$ cat src/core_params.svh
// Core memory monitor parameters
// Lane count, counter width and DCR bus widths shared by packages and RTL

`ifndef CORE_PARAMS_SVH
`define CORE_PARAMS_SVH

// Number of data cache lanes observed by the monitor
`define DCACHE_NUM_REQS 4

// Width of every performance counter
`define PERF_CTR_BITS 44

// DCR write bus widths
`define DCR_ADDR_WIDTH 12
`define DCR_DATA_WIDTH 32

`endif

$ cat src/dcr_pkg.sv
// Device configuration register definitions
// Base register addresses, the DCR write word and the base register set

`include "core_params.svh"

package dcr_pkg;

    // Base register addresses
    localparam logic [`DCR_ADDR_WIDTH-1:0] DCR_STARTUP_ADDR0 = 'h001;
    localparam logic [`DCR_ADDR_WIDTH-1:0] DCR_STARTUP_ADDR1 = 'h002;
    localparam logic [`DCR_ADDR_WIDTH-1:0] DCR_MPM_CLASS     = 'h003;

    // External DCR write, taken when valid is high
    typedef struct packed {
        logic                       valid;
        logic [`DCR_ADDR_WIDTH-1:0] addr;
        logic [`DCR_DATA_WIDTH-1:0] data;
    } dcr_write_t;

    // Current base configuration of the core
    typedef struct packed {
        logic [`DCR_DATA_WIDTH-1:0] startup_addr0;
        logic [`DCR_DATA_WIDTH-1:0] startup_addr1;
        logic [7:0]                 mpm_class;
    } base_dcrs_t;

endpackage

$ cat src/perf_pkg.sv
// Memory performance monitor types
// Bus probe, counter word and counter select encoding

`include "core_params.svh"

package perf_pkg;

    // Observed handshake signals of one memory lane
    // A request or response fires when its valid and ready are both high
    typedef struct packed {
        logic req_valid;
        logic req_ready;
        logic req_rw;
        logic rsp_valid;
        logic rsp_ready;
    } bus_probe_t;

    // One performance counter word
    typedef logic [`PERF_CTR_BITS-1:0] perf_ctr_t;

    // Counter select, other encodings read as zero
    typedef enum logic [2:0] {
        IFETCHES       = 3'd0,
        LOADS          = 3'd1,
        STORES         = 3'd2,
        IFETCH_LATENCY = 3'd3,
        LOAD_LATENCY   = 3'd4
    } perf_sel_e;

endpackage

$ cat src/dcr_regs.sv
// DCR base registers
// Decodes DCR writes into the startup addresses and the MPM class

`timescale 1ns/1ps

module dcr_regs (
    input  logic                   clk,
    input  logic                   reset,
    input  dcr_pkg::dcr_write_t    dcr_write,
    output dcr_pkg::base_dcrs_t    base_dcrs
);

    always_ff @(posedge clk) begin
        if (reset) begin
            base_dcrs <= '0;
        end else if (dcr_write.valid) begin
            case (dcr_write.addr)
                dcr_pkg::DCR_STARTUP_ADDR0: begin
                    base_dcrs.startup_addr0 <= dcr_write.data;
                end
                dcr_pkg::DCR_STARTUP_ADDR1: begin
                    base_dcrs.startup_addr1 <= dcr_write.data;
                end
                dcr_pkg::DCR_MPM_CLASS: begin
                    // Only the low byte is kept
                    base_dcrs.mpm_class <= dcr_write.data[7:0];
                end
                default: begin
                    // Unknown address, nothing changes
                end
            endcase
        end
    end

endmodule

$ cat src/mem_traffic_counter.sv
// Memory traffic counter
// Counts read and write request fires over N lanes of one memory port
// and accumulates the number of outstanding reads per cycle as latency

`timescale 1ns/1ps

`include "core_params.svh"

module mem_traffic_counter #(
    parameter int NUM_LANES = 1
) (
    input  logic                                 clk,
    input  logic                                 reset,
    input  perf_pkg::bus_probe_t [NUM_LANES-1:0] probe,
    output perf_pkg::perf_ctr_t                  reads,
    output perf_pkg::perf_ctr_t                  writes,
    output perf_pkg::perf_ctr_t                  read_latency
);

    localparam int CNT_W = $clog2(NUM_LANES + 1);

    logic [CNT_W-1:0]                 rd_fires;
    logic [CNT_W-1:0]                 wr_fires;
    logic [CNT_W-1:0]                 rsp_fires;
    logic signed [`PERF_CTR_BITS-1:0] pending_delta;
    logic signed [`PERF_CTR_BITS-1:0] pending_reads;

    // Per cycle fire counts across all lanes
    always_comb begin
        rd_fires  = '0;
        wr_fires  = '0;
        rsp_fires = '0;
        for (int i = 0; i < NUM_LANES; i++) begin
            if (probe[i].req_valid && probe[i].req_ready) begin
                if (probe[i].req_rw) begin
                    wr_fires = wr_fires + CNT_W'(1);
                end else begin
                    rd_fires = rd_fires + CNT_W'(1);
                end
            end
            if (probe[i].rsp_valid && probe[i].rsp_ready) begin
                rsp_fires = rsp_fires + CNT_W'(1);
            end
        end
    end

    // Net change of outstanding reads, may be negative
    assign pending_delta = `PERF_CTR_BITS'(rd_fires) - `PERF_CTR_BITS'(rsp_fires);

    always_ff @(posedge clk) begin
        if (reset) begin
            pending_reads <= '0;
        end else begin
            pending_reads <= pending_reads + pending_delta;
        end
    end

    always_ff @(posedge clk) begin
        if (reset) begin
            reads        <= '0;
            writes       <= '0;
            read_latency <= '0;
        end else begin
            reads        <= reads + perf_pkg::perf_ctr_t'(rd_fires);
            writes       <= writes + perf_pkg::perf_ctr_t'(wr_fires);
            // Uses the count from before this edge
            read_latency <= read_latency + perf_pkg::perf_ctr_t'(pending_reads);
        end
    end

endmodule

$ cat src/perf_readout.sv
// Performance counter readout
// Registers the counter selected by the read address

`timescale 1ns/1ps

module perf_readout (
    input  logic                clk,
    input  logic                reset,
    input  perf_pkg::perf_ctr_t ifetches,
    input  perf_pkg::perf_ctr_t loads,
    input  perf_pkg::perf_ctr_t stores,
    input  perf_pkg::perf_ctr_t ifetch_latency,
    input  perf_pkg::perf_ctr_t load_latency,
    input  perf_pkg::perf_sel_e perf_read_addr,
    output perf_pkg::perf_ctr_t perf_read_data
);

    perf_pkg::perf_ctr_t sel_data;

    always_comb begin
        case (perf_read_addr)
            perf_pkg::IFETCHES:       sel_data = ifetches;
            perf_pkg::LOADS:          sel_data = loads;
            perf_pkg::STORES:         sel_data = stores;
            perf_pkg::IFETCH_LATENCY: sel_data = ifetch_latency;
            perf_pkg::LOAD_LATENCY:   sel_data = load_latency;
            // Unused index
            default:                  sel_data = '0;
        endcase
    end

    always_ff @(posedge clk) begin
        if (reset) begin
            perf_read_data <= '0;
        end else begin
            perf_read_data <= sel_data;
        end
    end

endmodule

$ cat src/core_top.sv
// Core memory performance monitor top level
// Holds the DCR base registers, taps the icache and dcache ports
// and exposes the traffic counters through a registered readout

`timescale 1ns/1ps

`include "core_params.svh"

module core_top (
    input  logic                                        clk,
    input  logic                                        reset,
    input  dcr_pkg::dcr_write_t                         dcr_write,
    input  perf_pkg::bus_probe_t                        icache_probe,
    input  perf_pkg::bus_probe_t [`DCACHE_NUM_REQS-1:0] dcache_probe,
    input  perf_pkg::perf_sel_e                         perf_read_addr,
    output dcr_pkg::base_dcrs_t                         base_dcrs,
    output perf_pkg::perf_ctr_t                         perf_read_data
);

    perf_pkg::perf_ctr_t ifetches;
    perf_pkg::perf_ctr_t ifetch_latency;
    perf_pkg::perf_ctr_t loads;
    perf_pkg::perf_ctr_t stores;
    perf_pkg::perf_ctr_t load_latency;

    dcr_regs dcr_regs_i (
        .clk       (clk),
        .reset     (reset),
        .dcr_write (dcr_write),
        .base_dcrs (base_dcrs)
    );

    // Instruction fetches are the icache read fires
    mem_traffic_counter #(
        .NUM_LANES (1)
    ) icache_ctr (
        .clk          (clk),
        .reset        (reset),
        .probe        (icache_probe),
        .reads        (ifetches),
        .writes       (),
        .read_latency (ifetch_latency)
    );

    mem_traffic_counter #(
        .NUM_LANES (`DCACHE_NUM_REQS)
    ) dcache_ctr (
        .clk          (clk),
        .reset        (reset),
        .probe        (dcache_probe),
        .reads        (loads),
        .writes       (stores),
        .read_latency (load_latency)
    );

    perf_readout perf_readout_i (
        .clk            (clk),
        .reset          (reset),
        .ifetches       (ifetches),
        .loads          (loads),
        .stores         (stores),
        .ifetch_latency (ifetch_latency),
        .load_latency   (load_latency),
        .perf_read_addr (perf_read_addr),
        .perf_read_data (perf_read_data)
    );

endmodule

$ cat config.mk
export PLATFORM = sky130hd
export DESIGN_NAME = core_top
export DESIGN_NICKNAME = d
export VERILOG_FILES = /design/src/dcr_pkg.sv /design/src/perf_pkg.sv /design/src/dcr_regs.sv /design/src/mem_traffic_counter.sv /design/src/perf_readout.sv /design/src/core_top.sv
export VERILOG_INCLUDE_DIRS = /design/src /design/src/src
export SDC_FILE = /design/constraint.sdc
export NUM_CORES = 1
export LEC_CHECK = 0
export ABC_AREA = 1
export BUFFER_PORTS_ARGS = -buffer_cell sky130_fd_sc_hd__buf_2
export CORE_ASPECT_RATIO = 2
export CORE_MARGIN = 2
export CORE_UTILIZATION = 50
export DETAILED_ROUTE_END_ITERATION = 10
export PLACE_DENSITY = 0.78
export SYNTH_ARGS = -nofsm -noshare
export SYNTH_HDL_FRONTEND = slang
export SYNTH_SLANG_ARGS = --single-unit
$ cat constraint.sdc
create_clock -name clk -period 6.7 [get_ports clk]
set_clock_uncertainty 0.1 [all_clocks]
set_input_delay 0.67 -clock clk [delete_from_list [all_inputs] [get_ports clk]]
set_output_delay 0.67 -clock clk [all_outputs]
set_load 0.01 [all_outputs]
== After elaboration in Yosys (flattened, before gate mapping) ==
Cells that the tools add are included.

* Output and inout port bits: 116
* Input bits: 75
* Flip-flop bits (word level): 424
* Logic and storage cells: 74

* Add/subtract/negate cells: 18
* Reduce and logical (&&, ||, !) cells: 14
* Multiplexer cells: 24
* Equal/unequal tests: 7

{| class="wikitable"
|+ Operators with widths
! cell !! count
|-
| $pmux W44 S5 || 1
|-
| $add A44 B44 Y44 || 4
|-
| $add A44 B3 Y44 || 2
|-
| $mux W3 || 17
|-
| $add A44 B1 Y44 || 1
|-
| $add A3 B1 Y3 const B || 8
|-
| $eq A12 B2 Y1 const B || 2
|-
| $eq A12 B1 Y1 const B || 1
|-
| $logic_and A1 B1 Y1 || 10
|-
| $eq A3 B2 Y1 const B || 2
|-
| $mux W1 || 6
|-
| $reduce_and A2 Y1 || 3
|-
| $sub A3 B3 Y4 || 1
|-
| $eq A3 B1 Y1 const B || 1
|-
| $eq A3 B3 Y1 const B || 1
|-
| $logic_not A3 Y1 || 1
|-
| $add A1 B1 Y2 const B || 1
|-
| $sub A1 B1 Y2 || 1
|}

== Logic depth before layout (Yosys ltp) ==
* Word-level depth: 13
* Mapped depth: 29
* Gate-level depth less buffers: 29

== Hierarchy ==
A second synthesis with hierarchy kept.

* Cells, all modules: 5822
* Area total of the unflattened synthesis: 34478.1 sq um

{| class="wikitable"
|+ Modules (own cells, without submodules)
! module !! times used !! cells an instance !! area each (sq um) !! sequential area each (sq um)
|-
| mem_traffic_counter at dcache_ctr || 1 || 2473 || 14322.5 || 3523.4
|-
| mem_traffic_counter at icache_ctr || 1 || 2405 || 13953.4 || 3523.4
|-
| perf_readout || 1 || 498 || 3108.0 || 880.8
|-
| dcr_regs || 1 || 446 || 3094.2 || 1441.4
|}

== Worst setup path before layout ==
No wires, ideal clock.

* Kind: in2reg
* Start point: in dcache_probe[4] (netlist name)
* End point: reg dcache_ctr.pending_reads[40]
* Setup time: 115 ps
* Buffers on the path: 0
* Cell stages on the path: 24
* Path slack: 1857 ps
* Data required time: 6485 ps
* Data arrival time: 4628 ps
* Cell sequence: nand2_1 -> nor2_1 -> ha_1 -> mux2_2 -> ha_1 -> nand2_1 -> o31ai_1 -> ha_1 -> nand2_1 -> xor2_1 -> ha_1 -> a21oi_1 -> nand2_1 -> inv_1 -> ha_1 -> or2_2 -> nand3_1 -> nand2_1 -> nand2_1 -> nand3_1 -> nand2_1 -> nand3_1 -> nand2_1 -> nor2_1

* Cells in the longest elaborated chain, start to end: 13

{| class="wikitable"
|+ RTL lines
! element !! RTL line !! text
|-
| start, declared || core_top.sv:14 || <nowiki>input perf_pkg::bus_probe_t [`DCACHE_NUM_REQS-1:0] dcache_probe,</nowiki>
|-
| $logic_and A1 B1 Y1 * || mem_traffic_counter.sv:34 || <nowiki>if (probe[i].req_valid && probe[i].req_ready) begin</nowiki>
|-
| $mux W3 * || mem_traffic_counter.sv:34 ||
|-
| $add A3 B1 Y3 || mem_traffic_counter.sv:38 || <nowiki>rd_fires = rd_fires + CNT_W'(1);</nowiki>
|-
| $mux W3 || mem_traffic_counter.sv:35 || <nowiki>if (probe[i].req_rw) begin</nowiki>
|-
| $mux W3 * || mem_traffic_counter.sv:34 ||
|-
| $add A3 B1 Y3 || mem_traffic_counter.sv:38 ||
|-
| $mux W3 || mem_traffic_counter.sv:35 ||
|-
| $mux W3 * || mem_traffic_counter.sv:34 ||
|-
| $add A3 B1 Y3 || mem_traffic_counter.sv:38 ||
|-
| $mux W3 || mem_traffic_counter.sv:35 ||
|-
| $mux W3 * || mem_traffic_counter.sv:34 ||
|-
| $sub A3 B3 Y4 (no source line) * || n/a ||
|-
| $add A44 B44 Y44 * || mem_traffic_counter.sv:54 || <nowiki>pending_reads <= pending_reads + pending_delta;</nowiki>
|-
| end signal, assigned || mem_traffic_counter.sv:54 ||
|-
| end, declared || mem_traffic_counter.sv:26 || <nowiki>logic signed [`PERF_CTR_BITS-1:0] pending_reads;</nowiki>
|}

Every way passes the cells marked *; elsewhere a longest branch is shown, timed or not.
A chain may end at the register's enable or synchronous reset.

== Final worst setup path ==
* Start point: in dcache_probe[4] (netlist name)
* End point: reg dcache_ctr.pending_reads[31]

The elaborated chain is that of the path after synthesis.

==> impl_metrics.env <==
export IMPL_status="complete, but fails checks"
export IMPL_failed_checks="max-capacitance violations"
export IMPL_clkPwrFrac_pct=26.0
export IMPL_clk_latency_ps=620
export IMPL_clk_pin_slew_ps=70
export IMPL_hold_path_class="primary input to register"
export IMPL_final_setup_tns_ps=0
export IMPL_switching_share_pct=44.86
export IMPL_cts_htree_levels=2
export IMPL_drtIter0Drc=2445
export IMPL_die_area_mm2=0.06324
export IMPL_postCtsResizedCells=0
export IMPL_critPathArrivalTime_ps=5040
export IMPL_wire_per_inst_um=20.26
export IMPL_comb_power_share_pct=41.9
export IMPL_finalSetupViolCount=0
export IMPL_synth_cell_area_mm2=0.03056
export IMPL_dp_slack_ps=1516
export IMPL_grt_max_degree=207
export IMPL_area_growth_pct=10.66
export IMPL_cp_common_cell="nand2_1"
export IMPL_ys_warn_count=0
export IMPL_ys_ff_latch=424
export IMPL_io_buffers=190
export IMPL_root_buffer="clkbuf_16"
export IMPL_cts_buffer_depth=3
export IMPL_required_ps=7100
export IMPL_power_switching_mw=4.750
export IMPL_p_seq_share_pct=32.1
export IMPL_hold_buffers=0
export IMPL_grt_overflow=0
export IMPL_initial_core_util_pct=50.35
export IMPL_gp_congestion=1.057
export IMPL_grt_util_all_layers_pct=39.28
export IMPL_final_cells=6173
export IMPL_total_power_mw=10.59
export IMPL_hpwl_um=98060
export IMPL_fp_dieH_um=353.6
export IMPL_coreArea_mm2=0.06070
export IMPL_synth_async_reset_ratio_pct=0
export IMPL_start_kind="primary input"
export IMPL_critPathMaxFanout=40
export IMPL_intPower_mw=5.838
export IMPL_endpoint_kind="register"
export IMPL_cts_setup_buffers=0
export IMPL_drive_gt1_share_pct=6.258
export IMPL_syn_area_per_cell_um2=5.886
export IMPL_synth_edf_count=0
export IMPL_cts_sinks=424
export IMPL_cts_tree="yes"
export IMPL_placed_cells=6085
export IMPL_finalInstanceArea_mm2=0.03382
export IMPL_holdWs_ps=228.5
export IMPL_synth_seq_area_share_pct=27.77
export IMPL_slowest_stage="buf_4"
export IMPL_drc=0
export IMPL_die_w_um=178.8
export IMPL_power_density_mw_per_mm2=313.1
export IMPL_syn_nets=5467
export IMPL_drt_wl_total_um=125100
export IMPL_rsz0062_at_grt="false"
export IMPL_firstDrtPassIters=6
export IMPL_finalNetCount=5625
export IMPL_ys_types=45
export IMPL_p_leak_nw=16.69
export IMPL_antenna_left=0
export IMPL_max_cap_violations=1
export IMPL_grt_pass1_vias=32910
export IMPL_report_final_slew_viol_count=0
export IMPL_rows=128
export IMPL_crit_type="primary input to register"
export IMPL_max_freq_mhz=215.6
export IMPL_worstMarginPinSlew_ps=1475
export IMPL_relSlewSlack_pct=1.292
export IMPL_path_buf_inv=3
export IMPL_pin_count=191
export IMPL_vias_per_cell=5.541
export IMPL_period_share_pct=69.23
export IMPL_numCtsBuffers=43
export IMPL_cp_slowest_stage_delay_ps=450
export IMPL_finalCriticalPeriod_ps=4638
export IMPL_grt_pass1_wl_um=185500
export IMPL_place_area_mm2=0.03225
export IMPL_synthCells=5192
export IMPL_synth_ff_type="dfxtp_1"
export IMPL_utilization_pct=55.72
export IMPL_setup_slack_ps=2062
export IMPL_critPathTopFamily="simple AND/OR/NAND/NOR gates"
export IMPL_via_count=34210
export IMPL_antenna_found_initial=12
export IMPL_finalHoldViolations=0
export IMPL_peakVddDrop_uv=176.1
## cells in the final DEF (no fill, tap or decap), types with 8 or more instances in the layout
cell type	n
nand2_1	1544
inv_1	930
nor2_1	673
dfxtp_1	424
a21oi_1	397
nand3_1	304
o21ai_0	221
ha_1	193
buf_2	189
nand4_1	85
nor3_1	78
o22ai_1	52
clkbuf_16	44
a31oi_1	24
o21bai_1	20
xor2_1	18
a311oi_1	18
buf_4	14
o21a_1	13
nor2_2	11
nor2_4	10
clkinv_2	10
diode_2	8
inv_2	8
and2_1	8
bufinv_16	8
## flip-flops by register name (all words and copies together) (netlist names)
register / count
dcr_regs_i.base_dcrs: 72
dcache_ctr.pending_reads: 44
dcache_ctr.read_latency: 44
dcache_ctr.reads: 44
dcache_ctr.writes: 44
icache_ctr.pending_reads: 44
icache_ctr.read_latency: 44
icache_ctr.reads: 44
perf_readout_i.perf_read_data: 44
## synth_stat cells (9+ instances only)
cell type	n	area [um^2]
a21oi_1	397	1987
a311oi_1	18	157.7
a31oi_1	24	150.1
buf_2	15	75.07
clkbuf_1	75	281.5
dfxtp_1	424	8488
ha_1	193	2415
inv_1	931	3495
nand2_1	1544	5796
nand3_1	305	1526
nand4_1	85	531.8
nor2_1	673	2526
nor2_2	12	75.07
nor2_4	9	101.4
nor3_1	78	390.4
o21a_1	13	97.59
o21ai_0	221	1106
o21bai_1	20	150.1
o22ai_1	52	325.3
xor2_1	18	157.7
## layout make-up
type / instances / area (um^2)
sequential: 424 / 8488
inverter: 939 / 3537
timing repair buffer: 203 / 1051
fill: 6391 / 26880
clock inverter: 31 / 405.4
multi-input combinational: 3739 / 18200
tap: 780 / 975.9
antenna: 8 / 20.02
clock buffer: 49 / 1140
## worst min-delay path: cells and delay by family
| kind | cells | cell delay, ps |
|---|---|---|
| buffers and inverters | 1 | 80 |
| and+or+nand+nor | 1 | 80 |
| AOI/OAI and AO/OA | 1 | 70 |
## final timing paths
| path | from | end | slack, ps | cells after the start |
|---|---|---|---|---|
| setup / recovery | dcache_probe[4] | dcache_ctr.pending_reads[31] | 2060 | 26 |
| hold / removal | dcr_write[31] | dcr_regs_i.base_dcrs[71] | 230 | 3 |
| setup reg to reg | icache_ctr.reads[0] | icache_ctr.reads[42] | 3240 | 7 |
| hold reg to reg | dcr_regs_i.base_dcrs[5] | dcr_regs_i.base_dcrs[5] | 340 | 2 |
## routing by layer
layer / part of all wire, % / global-route usage (%) / vias up
met5: 0.049 / 0 / -
met4: 13 / 41.77 / 10
met3: 7.5 / 10.50 / 660
met1: 32 / 34.86 / 15290
met2: 48 / 67.66 / 1462
li1: - / - / 16790
## cells by family after synthesis
| logic type | share of synthesized area, % |
|---|---|
| and+or+nand+nor | 37.12 |
| DFF | 27.77 |
| AOI/OAI and AO/OA | 13.22 |
| buffers and inverters | 12.70 |
| adders and majority gates | 8.360 |
| xor gates and xnor gates | 0.6878 |
| muxes | 0.1433 |
## power by group through the flow
| stage | registers (mW) | logic [mW] | clock network [mW] |
|---|---|---|---|
| 2_1_floorplan | 3.12 | 3.16 | 0 |
| 3_3_place_gp | 3.42 | 4.24 | 0 |
| 3_5_place_dp | 3.43 | 4.30 | 0 |
| 4_1_cts | 3.37 | 4.32 | 2.76 |
| 5_1_grt | 3.40 | 4.97 | 2.85 |
| 6_report | 3.40 | 4.43 | 2.75 |
(Power assumes the default switching activity.)
